$ cat config.mk
export PLATFORM = sky130hd
export DESIGN_NAME = ising_cfg_top
export DESIGN_NICKNAME = d
export VERILOG_FILES = /design/src/logic/ising_cfg_pkg.sv /design/src/logic/ising_data_pkg.sv /design/src/logic/cfg_if.sv /design/src/logic/analog_cfg.sv /design/src/logic/cfg_regfile.sv /design/src/logic/ising_cfg_top.sv /design/src/logic/step_counter.sv /design/src/logic/wbl_encoder.sv /design/src/logic/weight_buffer.sv
export VERILOG_INCLUDE_DIRS = /design/src /design/src/logic
export SDC_FILE = /design/constraint.sdc
export NUM_CORES = 2
export LEC_CHECK = 0
export BUFFER_PORTS_ARGS = -buffer_cell sky130_fd_sc_hd__buf_2
export CAP_MARGIN = 20
export CORE_MARGIN = 1
export CORE_UTILIZATION = 54
export DETAILED_ROUTE_END_ITERATION = 10
export PLACE_DENSITY = 0.75
export SETUP_SLACK_MARGIN = 0.5
export SYNTH_ARGS = -nofsm -noshare
export SYNTH_HDL_FRONTEND = slang
export SYNTH_SLANG_ARGS = --single-unit
export TNS_END_PERCENT = 100
$ cat constraint.sdc
create_clock -name clk_i -period 2.9 [get_ports clk_i]
set_clock_uncertainty 0.2 [all_clocks]
set_input_delay 0.58 -clock clk_i [delete_from_list [all_inputs] [get_ports clk_i]]
set_output_delay 0.58 -clock clk_i [all_outputs]
set_load 0.03 [all_outputs]
$ cat src/logic/ising_cfg_consts.svh
// Ising array programming constants
// Array size, weight width, J word packing and counter width

`ifndef ISING_CFG_CONSTS_SVH
`define ISING_CFG_CONSTS_SVH

// Spins in the array, one J row and one write wordline each
`define ISING_NUM_SPIN 16

// Signed weight width
`define ISING_BITDATA 4

// Spin rows packed into one J buffer word
`define ISING_PARALLELISM 4

// Timing and address counters
`define ISING_CNT_W 16

`define ISING_J_DEPTH (`ISING_NUM_SPIN / `ISING_PARALLELISM)

`endif

$ cat src/logic/ising_cfg_pkg.sv
// Ising configuration package
// Counter, sequencer phase and slice-select types

`default_nettype none

`include "ising_cfg_consts.svh"

package ising_cfg_pkg;

    // Timing limits, transfer count and counter values
    typedef logic [`ISING_CNT_W-1:0] cnt_t;

    // Row index inside one J buffer word
    typedef logic [(`ISING_PARALLELISM > 1 ? $clog2(`ISING_PARALLELISM) : 1)-1:0] sel_t;

    // Sequencer phase while a sweep runs
    typedef enum logic [1:0] {
        PH_READ,
        PH_LOAD,
        PH_HIGH,
        PH_LOW
    } phase_t;

endpackage

`default_nettype wire

$ cat src/logic/ising_data_pkg.sv
// Ising data package
// Weight, spin row, J buffer word and J address types

`default_nettype none

`include "ising_cfg_consts.svh"

package ising_data_pkg;

    // Two's-complement coupling weight
    typedef logic signed [`ISING_BITDATA-1:0] weight_t;

    // One weight per spin, spin 0 in the lowest bits
    typedef weight_t [`ISING_NUM_SPIN-1:0] row_t;

    // Row k of word a belongs to spin a*PARALLELISM+k
    typedef row_t [`ISING_PARALLELISM-1:0] jword_t;

    typedef logic [(`ISING_J_DEPTH > 1 ? $clog2(`ISING_J_DEPTH) : 1)-1:0] jaddr_t;

endpackage

`default_nettype wire

$ cat src/logic/cfg_if.sv
// Configuration bundle
// Latched wordline timing, transfer count and conversion mode

`default_nettype none

interface cfg_if import ising_cfg_pkg::*; ();

    cnt_t wwl_high;
    cnt_t wwl_low;
    cnt_t trans_num;
    logic bypass;

    modport src (output wwl_high, output wwl_low, output trans_num, output bypass);

    modport seq (input wwl_high, input wwl_low, input trans_num);

    modport enc (input bypass);

endinterface

`default_nettype wire

$ cat src/logic/analog_cfg.sv
// Analog array programming sequencer
// Walks the J words slice by slice, then the H row, strobing each row
// to the bit-line encoder and pulsing its write wordline.
// Per row: fetch, load, high for wwl_high+1 cycles, low for wwl_low+1

`default_nettype none

`include "ising_cfg_consts.svh"

module analog_cfg
    import ising_cfg_pkg::*;
    import ising_data_pkg::*;
(
    input  logic                       clk_i,
    input  logic                       rst_n_i,
    input  logic                       en_i,
    input  logic                       cfg_configure_enable_i,
    input  logic                       dt_cfg_enable_i,
    cfg_if.seq                         cfg,
    output logic                       j_ren_o,
    output jaddr_t                     j_raddr_o,
    input  jword_t                     j_rdata_i,
    output logic                       h_ren_o,
    input  row_t                       h_rdata_i,
    output row_t                       row_o,
    output logic                       row_load_o,
    output logic [`ISING_NUM_SPIN-1:0] j_one_hot_wwl_o,
    output logic                       h_wwl_o,
    output logic                       dt_cfg_idle_o
);

    localparam int NUM_SPIN    = `ISING_NUM_SPIN;
    localparam int PARALLELISM = `ISING_PARALLELISM;

    logic                busy_q;
    phase_t              phase_q;
    sel_t                sel_q;
    logic                cfg_load_q;
    logic [NUM_SPIN-1:0] j_wwl_q;
    logic                h_wwl_q;

    cnt_t                addr_q;
    cnt_t                spin_idx;
    logic [NUM_SPIN-1:0] wwl_next;
    logic                start;
    logic                h_phase;
    logic                sel_last;
    logic                high_done;
    logic                low_done;
    logic                addr_step;
    logic                sweep_done;

    assign start    = en_i & dt_cfg_enable_i & ~busy_q;
    assign sel_last = (sel_q == sel_t'(PARALLELISM - 1));

    // Next word after the last slice, end of sweep after H
    assign addr_step = busy_q & low_done & (h_phase | sel_last);

    assign spin_idx = addr_q * cnt_t'(PARALLELISM) + cnt_t'(sel_q);
    assign wwl_next = {{(NUM_SPIN-1){1'b0}}, 1'b1} << spin_idx;

    assign j_ren_o   = busy_q & (phase_q == PH_READ) & ~h_phase;
    assign h_ren_o   = busy_q & (phase_q == PH_READ) & h_phase;
    assign j_raddr_o = jaddr_t'(addr_q);

    assign row_o      = h_phase ? h_rdata_i : j_rdata_i[sel_q];
    assign row_load_o = busy_q & (phase_q == PH_LOAD);

    // Regfile outputs settle one cycle after the configure strobe
    always_ff @(posedge clk_i or negedge rst_n_i) begin
        if (!rst_n_i) begin
            cfg_load_q <= 1'b0;
        end else begin
            cfg_load_q <= cfg_configure_enable_i;
        end
    end

    always_ff @(posedge clk_i or negedge rst_n_i) begin
        if (!rst_n_i) begin
            busy_q  <= 1'b0;
            phase_q <= PH_READ;
        end else if (!en_i) begin
            busy_q  <= 1'b0;
            phase_q <= PH_READ;
        end else if (start) begin
            busy_q  <= 1'b1;
            phase_q <= PH_READ;
        end else if (busy_q) begin
            unique case (phase_q)
                PH_READ: phase_q <= PH_LOAD;
                PH_LOAD: phase_q <= PH_HIGH;
                PH_HIGH: begin
                    if (high_done) begin
                        phase_q <= PH_LOW;
                    end
                end
                PH_LOW: begin
                    if (sweep_done) begin
                        busy_q  <= 1'b0;
                        phase_q <= PH_READ;
                    end else if (low_done) begin
                        // Remaining slices come from the word already read
                        phase_q <= sel_last ? PH_READ : PH_LOAD;
                    end
                end
                default: phase_q <= PH_READ;
            endcase
        end
    end

    always_ff @(posedge clk_i or negedge rst_n_i) begin
        if (!rst_n_i) begin
            sel_q <= '0;
        end else if (!en_i || start) begin
            sel_q <= '0;
        end else if (busy_q && low_done && !h_phase) begin
            sel_q <= sel_last ? '0 : sel_q + 1'b1;
        end
    end

    // Wordline rises on the same edge the encoder registers its row
    always_ff @(posedge clk_i or negedge rst_n_i) begin
        if (!rst_n_i) begin
            j_wwl_q <= '0;
            h_wwl_q <= 1'b0;
        end else if (!en_i || high_done) begin
            j_wwl_q <= '0;
            h_wwl_q <= 1'b0;
        end else if (row_load_o) begin
            if (h_phase) begin
                h_wwl_q <= 1'b1;
            end else begin
                j_wwl_q <= wwl_next;
            end
        end
    end

    assign j_one_hot_wwl_o = j_wwl_q;
    assign h_wwl_o         = h_wwl_q;
    assign dt_cfg_idle_o   = ~busy_q;

    step_counter i_wwl_high_counter (
        .clk_i      (clk_i),
        .rst_n_i    (rst_n_i),
        .en_i       (en_i),
        .load_i     (cfg_load_q),
        .d_i        (cfg.wwl_high),
        .recount_i  (start),
        .step_i     (busy_q & (phase_q == PH_HIGH)),
        .q_o        (),
        .maxed_o    (),
        .overflow_o (high_done)
    );

    step_counter i_wwl_low_counter (
        .clk_i      (clk_i),
        .rst_n_i    (rst_n_i),
        .en_i       (en_i),
        .load_i     (cfg_load_q),
        .d_i        (cfg.wwl_low),
        .recount_i  (start),
        .step_i     (busy_q & (phase_q == PH_LOW)),
        .q_o        (),
        .maxed_o    (),
        .overflow_o (low_done)
    );

    // Count at trans_num selects the H row, wrapping past it ends the sweep
    step_counter i_addr_counter (
        .clk_i      (clk_i),
        .rst_n_i    (rst_n_i),
        .en_i       (en_i),
        .load_i     (cfg_load_q),
        .d_i        (cfg.trans_num),
        .recount_i  (start),
        .step_i     (addr_step),
        .q_o        (addr_q),
        .maxed_o    (h_phase),
        .overflow_o (sweep_done)
    );

endmodule

`default_nettype wire

$ cat src/logic/cfg_regfile.sv
// Configuration register file
// Captures wordline timing, transfer count and bypass mode on the
// configure strobe and holds them for the sequencer and encoder

`default_nettype none

module cfg_regfile import ising_cfg_pkg::*; (
    input  logic clk_i,
    input  logic rst_n_i,
    input  logic cfg_configure_enable_i,
    input  cnt_t cycle_per_wwl_high_i,
    input  cnt_t cycle_per_wwl_low_i,
    input  cnt_t cfg_trans_num_i,
    input  logic bypass_data_conversion_i,
    cfg_if.src   cfg
);

    always_ff @(posedge clk_i or negedge rst_n_i) begin
        if (!rst_n_i) begin
            cfg.wwl_high  <= '0;
            cfg.wwl_low   <= '0;
            cfg.trans_num <= '0;
            cfg.bypass    <= 1'b0;
        end else if (cfg_configure_enable_i) begin
            cfg.wwl_high  <= cycle_per_wwl_high_i;
            cfg.wwl_low   <= cycle_per_wwl_low_i;
            // Number of J words; the address after the last one selects H
            cfg.trans_num <= cfg_trans_num_i;
            cfg.bypass    <= bypass_data_conversion_i;
        end
    end

endmodule

`default_nettype wire

$ cat src/logic/ising_cfg_top.sv
// Ising array programming top level
// Host-written J and H buffers, configuration registers, the sweep
// sequencer and the bit-line encoder

`default_nettype none

`include "ising_cfg_consts.svh"

module ising_cfg_top
    import ising_cfg_pkg::*;
    import ising_data_pkg::*;
(
    input  logic                       clk_i,
    input  logic                       rst_n_i,
    input  logic                       en_i,
    input  logic                       cfg_configure_enable_i,
    input  cnt_t                       cycle_per_wwl_high_i,
    input  cnt_t                       cycle_per_wwl_low_i,
    input  cnt_t                       cfg_trans_num_i,
    input  logic                       bypass_data_conversion_i,
    input  logic                       j_we_i,
    input  jaddr_t                     j_waddr_i,
    input  jword_t                     j_wdata_i,
    input  logic                       h_we_i,
    input  row_t                       h_wdata_i,
    input  logic                       dt_cfg_enable_i,
    output logic [`ISING_NUM_SPIN-1:0] j_one_hot_wwl_o,
    output logic                       h_wwl_o,
    output row_t                       wbl_o,
    output logic                       dt_cfg_idle_o
);

    logic   j_ren;
    jaddr_t j_raddr;
    jword_t j_rdata;
    logic   h_ren;
    row_t   h_rdata;
    row_t   row;
    logic   row_load;

    cfg_if i_cfg_if ();

    cfg_regfile i_cfg_regfile (
        .clk_i                    (clk_i),
        .rst_n_i                  (rst_n_i),
        .cfg_configure_enable_i   (cfg_configure_enable_i),
        .cycle_per_wwl_high_i     (cycle_per_wwl_high_i),
        .cycle_per_wwl_low_i      (cycle_per_wwl_low_i),
        .cfg_trans_num_i          (cfg_trans_num_i),
        .bypass_data_conversion_i (bypass_data_conversion_i),
        .cfg                      (i_cfg_if.src)
    );

    weight_buffer #(
        .row_type (jword_t),
        .DEPTH    (`ISING_J_DEPTH)
    ) i_j_buffer (
        .clk_i   (clk_i),
        .rst_n_i (rst_n_i),
        .we_i    (j_we_i),
        .waddr_i (j_waddr_i),
        .wdata_i (j_wdata_i),
        .ren_i   (j_ren),
        .raddr_i (j_raddr),
        .rdata_o (j_rdata)
    );

    weight_buffer #(
        .row_type (row_t),
        .DEPTH    (1)
    ) i_h_buffer (
        .clk_i   (clk_i),
        .rst_n_i (rst_n_i),
        .we_i    (h_we_i),
        .waddr_i (1'b0),
        .wdata_i (h_wdata_i),
        .ren_i   (h_ren),
        .raddr_i (1'b0),
        .rdata_o (h_rdata)
    );

    analog_cfg i_analog_cfg (
        .clk_i                  (clk_i),
        .rst_n_i                (rst_n_i),
        .en_i                   (en_i),
        .cfg_configure_enable_i (cfg_configure_enable_i),
        .dt_cfg_enable_i        (dt_cfg_enable_i),
        .cfg                    (i_cfg_if.seq),
        .j_ren_o                (j_ren),
        .j_raddr_o              (j_raddr),
        .j_rdata_i              (j_rdata),
        .h_ren_o                (h_ren),
        .h_rdata_i              (h_rdata),
        .row_o                  (row),
        .row_load_o             (row_load),
        .j_one_hot_wwl_o        (j_one_hot_wwl_o),
        .h_wwl_o                (h_wwl_o),
        .dt_cfg_idle_o          (dt_cfg_idle_o)
    );

    wbl_encoder i_wbl_encoder (
        .clk_i   (clk_i),
        .rst_n_i (rst_n_i),
        .en_i    (en_i),
        .cfg     (i_cfg_if.enc),
        .row_i   (row),
        .load_i  (row_load),
        .wbl_o   (wbl_o)
    );

endmodule

`default_nettype wire

$ cat src/logic/step_counter.sv
// Step counter
// Counts enabled steps up to a loaded limit and wraps to zero.
// maxed_o marks the limit, overflow_o the step that wraps.

`default_nettype none

module step_counter import ising_cfg_pkg::*; (
    input  logic clk_i,
    input  logic rst_n_i,
    input  logic en_i,
    input  logic load_i,
    input  cnt_t d_i,
    input  logic recount_i,
    input  logic step_i,
    output cnt_t q_o,
    output logic maxed_o,
    output logic overflow_o
);

    cnt_t limit_q;
    cnt_t count_q;

    always_ff @(posedge clk_i or negedge rst_n_i) begin
        if (!rst_n_i) begin
            limit_q <= '0;
        end else if (load_i) begin
            limit_q <= d_i;
        end
    end

    always_ff @(posedge clk_i or negedge rst_n_i) begin
        if (!rst_n_i) begin
            count_q <= '0;
        end else if (!en_i || recount_i || overflow_o) begin
            count_q <= '0;
        end else if (step_i) begin
            count_q <= count_q + 1'b1;
        end
    end

    assign q_o     = count_q;
    assign maxed_o = (count_q == limit_q);

    // Limit reached and stepped once more
    assign overflow_o = en_i & step_i & maxed_o;

endmodule

`default_nettype wire

$ cat src/logic/wbl_encoder.sv
// Bit-line encoder
// Converts a row of two's-complement weights to the analog macro code,
// or passes it raw in bypass mode, and registers it on the load strobe

`default_nettype none

`include "ising_cfg_consts.svh"

module wbl_encoder import ising_data_pkg::*; (
    input  logic clk_i,
    input  logic rst_n_i,
    input  logic en_i,
    cfg_if.enc   cfg,
    input  row_t row_i,
    input  logic load_i,
    output row_t wbl_o
);

    localparam int W = $bits(weight_t);

    row_t code;
    row_t wbl_q;

    // Magnitude shifted up, sign flag in bit 0: +v -> 2v+1, -v -> 2|v|.
    // The most negative weight has no magnitude code and lands on zero
    function automatic weight_t encode(weight_t v);
        weight_t mag;
        mag = v[W-1] ? -v : v;
        return {mag[W-2:0], ~v[W-1] & (v != '0)};
    endfunction

    always_comb begin
        for (int i = 0; i < `ISING_NUM_SPIN; i++) begin
            code[i] = cfg.bypass ? row_i[i] : encode(row_i[i]);
        end
    end

    always_ff @(posedge clk_i or negedge rst_n_i) begin
        if (!rst_n_i) begin
            wbl_q <= '0;
        end else if (en_i && load_i) begin
            wbl_q <= code;
        end
    end

    assign wbl_o = wbl_q;

endmodule

`default_nettype wire

$ cat src/logic/weight_buffer.sv
// Weight buffer
// Register storage for one row type, written by the host and
// read back with one cycle of latency

`default_nettype none

module weight_buffer #(
    parameter type row_type = logic [7:0],
    parameter int  DEPTH    = 4,
    localparam int AW       = (DEPTH > 1) ? $clog2(DEPTH) : 1
) (
    input  logic          clk_i,
    input  logic          rst_n_i,
    input  logic          we_i,
    input  logic [AW-1:0] waddr_i,
    input  row_type       wdata_i,
    input  logic          ren_i,
    input  logic [AW-1:0] raddr_i,
    output row_type       rdata_o
);

    row_type mem_q [DEPTH];
    row_type rdata_q;

    always_ff @(posedge clk_i) begin
        if (we_i && (int'(waddr_i) < DEPTH)) begin
            mem_q[waddr_i] <= wdata_i;
        end
    end

    // Read data holds until the next read enable
    always_ff @(posedge clk_i or negedge rst_n_i) begin
        if (!rst_n_i) begin
            rdata_q <= '0;
        end else if (ren_i) begin
            rdata_q <= mem_q[raddr_i];
        end
    end

    assign rdata_o = rdata_q;

endmodule

`default_nettype wire

==> impl_metrics.tcl <==
set metrics [dict create \
    status "complete, but fails checks" \
    violations "negative setup slack" \
    first_global_vias 38580 \
    cts_tree "yes" \
    netlist_top_cells_area "edfxtp_1 (50%), dfrtp_1 (21%), mux4_2 (11%), mux2_4 (4.6%), mux2_2 (3.3%)" \
    end_kind "flop" \
    grt_setup_unrepaired "yes" \
    h-tree-depth 4 \
    crit_chain "xnor2_1 -> nand4_1 -> or4_4 -> buf_12 -> mux2i_4 -> ha_2 -> nor2_2 -> nand3_1 -> o211ai_1 -> o21ai_0 -> a31o_1" \
    rr_worst_depth 11 \
    place_ws_ps -68.37 \
    combPwrFrac_pct 12.0 \
    ys_seq_area_share_pct 70.65 \
    yosysTopAreaCellShare_pct 49.66 \
    swShare_pct 24.24 \
    cts.sink_count 1640 \
    synth_cells 3461 \
    power_switching_mw 13.85 \
    hpwlAfterDp_um 101100 \
    relSlewSlack_pct 31.78 \
    crit_type "flop to flop" \
    cp.required_ps 3400 \
    grt_use_total_pct 26.31 \
    die_y_um 351.1 \
    ant_nets 0 \
    p_int_mw 43.28 \
    async_flop_share_pct 33.66 \
    drv_slew 0 \
    ios 460 \
    drv_cap 0 \
    grt_pass1_wl_um 239400 \
    fmax_mhz 328.7 \
    utilization_pct 67.99 \
    drtIter0Drc 3401 \
    ys_ff_latch 1640 \
    cp_max_fo 37 \
    grt_max_degree 130 \
    synth.distinct_cells 48 \
    cts_buffer_depth 3 \
    start_util_pct 54.70 \
    fin_crit_ps 3042 \
    pwr-share-seq_pct 49.3 \
    timing.final.crit_share_pct 104.9 \
    synth_nets 3863 \
    die_w_um 351.1 \
    rows 127 \
    yosys_warnings 0 \
    synthToLayoutAreaGrowth_pct 24.30 \
    arrival_ps 3550 \
    vdd_drop_max_v 0.0006405 \
    avgSynthCellArea_um2 19.01 \
    hold_violations 0 \
    crit_slowest_cell "or4_4" \
    fillCellCount 7473 \
    core_mm2 0.1203 \
    gp_congestion 0.8444 \
    drcViolationCount 0 \
    max_stage_delay_ps 560 \
    p_leak_nw 30.45 \
    nNetsFinal 4885 \
    synth_edf_count 1088 \
    drt_first_pass_iters 6 \
    cts_made_buffers 165 \
    vias 36470 \
    clkTransAtPathRegs_ps 60 \
    multi_input_comb_area_mm2 0.01867 \
    start_kind "flop" \
    antenna_found_initial 24 \
    seqCellArea_mm2 0.04651 \
    pwr-share-clk_pct 38.6 \
    tightest_slew_ps 1023 \
    wl_per_cell_um 25.71 \
    wirelength_um 160700 \
    hold_depth 3 \
    grt-ovfl-total 0 \
    routed_via_density 5.833 \
    port_buffers 459 \
    cts_root_buf "clkbuf_16" \
    die_area_mm2 0.1232 \
    dp.cells 5541 \
    report.power.total_mw 57.14 \
    layout-drive-gt1-share_pct 37.46 \
    layout_setup_ws_ps -142.4 \
    netlist_area_mm2 0.06579 \
    clk_latency_ps 820 \
    min-delay-path-class "input pin to flop" \
    fin_cells 6252 \
    yosys.area.top_type "edfxtp_1" \
    power_density_mw_per_mm2 698.6 \
    synth_ff_type "edfxtp_1" \
    setup_viol 21 \
]
[registers in the layout, indices dropped and copies added (netlist names), 64 cells and up]
register / flops
i_h_buffer.mem_q: 64
i_j_buffer.rdata_o: 256
i_h_buffer.rdata_o: 64
i_wbl_encoder.wbl_o: 64
i_j_buffer.mem_q: 1024
[logic make-up after synthesis]
logic type | after synthesis | synth area share [%]
xor+xnor | 78 | 1.038
compound gates | 294 | 2.894
buf+inv | 234 | 1.683
mux | 808 | 20.34
fa+ha+maj | 24 | 0.4564
simple gates | 383 | 2.932
flops | 1640 | 70.65
[repair_timing]
action	4_1_cts	5_1_grt
hold buffers	374	0
pin swaps	4	8
cloned	0	4
setup endpoints to repair	425	439
resized for setup	21	45
buffers inserted	0	9
hold endpoints to repair	1494	0
[cell type report]
type                       count  share of cell area (%)
antenna                       14                 0.04284
sequential                  1640                   56.87
timing repair buffer        1047                   10.67
inverter                      42                  0.1958
clock buffer                 219                   5.584
clock inverter                91                   1.342
multi-input combinational   1587                   22.83
tap                         1612                   2.466
[critical path, delay by kind of cell, from the launching register on]
kind | cells | cell delay (ps)
and+or+nand+nor | 4 | 910
DFF | 1 | 490
AOI/OAI and AO/OA | 3 | 430
muxes | 1 | 240
buffers and inverters | 1 | 210
adders and majority gates | 1 | 210
xor gates and xnor gates | 1 | 170
[power groups by stage]
stage	Sequential [mW]	Clock, mW	Combinational [mW]
after detailed placement	28.6	0	6.33
after CTS	28.2	22.4	6.85
after global routing	28.4	23.3	7.37
final	28.2	22.1	6.88
after global placement	28.5	0	6.21
after floorplan	28.9	0	3.24
[synthesized netlist by cell type (all sizes together) (2+ instances only)]
library cell,number
mux4,320
nand2b,4
buf,76
mux2,433
mux2i,55
o2111ai,16
and3,14
o22ai,15
or3,45
a311oi,2
nand3,57
clkbuf,116
edfxtp,1088
nor3,9
xor2,19
o221ai,15
a31o,15
nor2,76
o211a,18
nand4b,2
and4,5
nand2,98
xnor2,59
a21oi,67
inv,42
o31ai,10
or4,14
nand3b,7
nand4,19
dfrtp,552
ha,24
o211ai,17
and2,21
o22a,16
o21a,2
nor4,10
o21ai,97
[placed cells by master, fill, tap and decap left out, drive strengths merged, types with 20 or more instances in the layout]
master,instances
a21oi,67
and2,21
buf,671
bufinv,20
clkbuf,220
clkinv,58
dfrtp,552
dlygate4sd3,374
edfxtp,1088
ha,24
inv,49
mux2,433
mux2i,55
mux4,320
nand2,98
nand3,57
nor2,76
o21ai,97
or3,45
xnor2,59
[per-layer routing]
metal	vias to the layer above	global-route usage, %	share of wire (%)
met5	-	0	0.090
met4	24	8.038	2.8
met3	303	7.250	8.4
met2	1331	42.56	49
met1	19000	34.94	40
li1	15810	-	-
[path summary, 6_finish.rpt]
| check | slack [ps] | from | end |
|---|---|---|---|
| hold / removal | 80 | j_waddr_i[1] | i_j_buffer.mem_q[2][145]$_DFFE_PP_ |
| hold reg to reg | 250 | i_h_buffer.mem_q[0][23]$_DFFE_PP_ | i_h_buffer.rdata_o[23]$_DFFE_PN0P_ |
| setup / recovery | -140 | i_analog_cfg.i_addr_counter.q_o[1]$_DFFE_PN0P_ | i_wbl_encoder.wbl_o[39]$_DFFE_PN0P_ |
| min in group asynchronous | 100 | rst_n_i | i_cfg_regfile.cfg.wwl_high[10]$_DFFE_PN0P_ |
| setup reg to reg | -140 | i_analog_cfg.i_addr_counter.q_o[1]$_DFFE_PN0P_ | i_wbl_encoder.wbl_o[39]$_DFFE_PN0P_ |
| max in group asynchronous | 1490 | rst_n_i | i_analog_cfg.phase_q[1]$_DFFE_PN0P_ |
[through the flow]
stage,hold WS (ps),area (µm²),TNS (ps)
2_1_floorplan,84.41,66050,-2363970
3_3_place_gp,241.5,71900,-6.115
3_5_place_dp,242.7,71900,-361.4
4_1_cts,26.43,81420,-934.0
5_1_grt,56.72,81760,-6518
6_report,83.55,81780,-1701
Note: power is estimated with default switching activity, not from simulation.
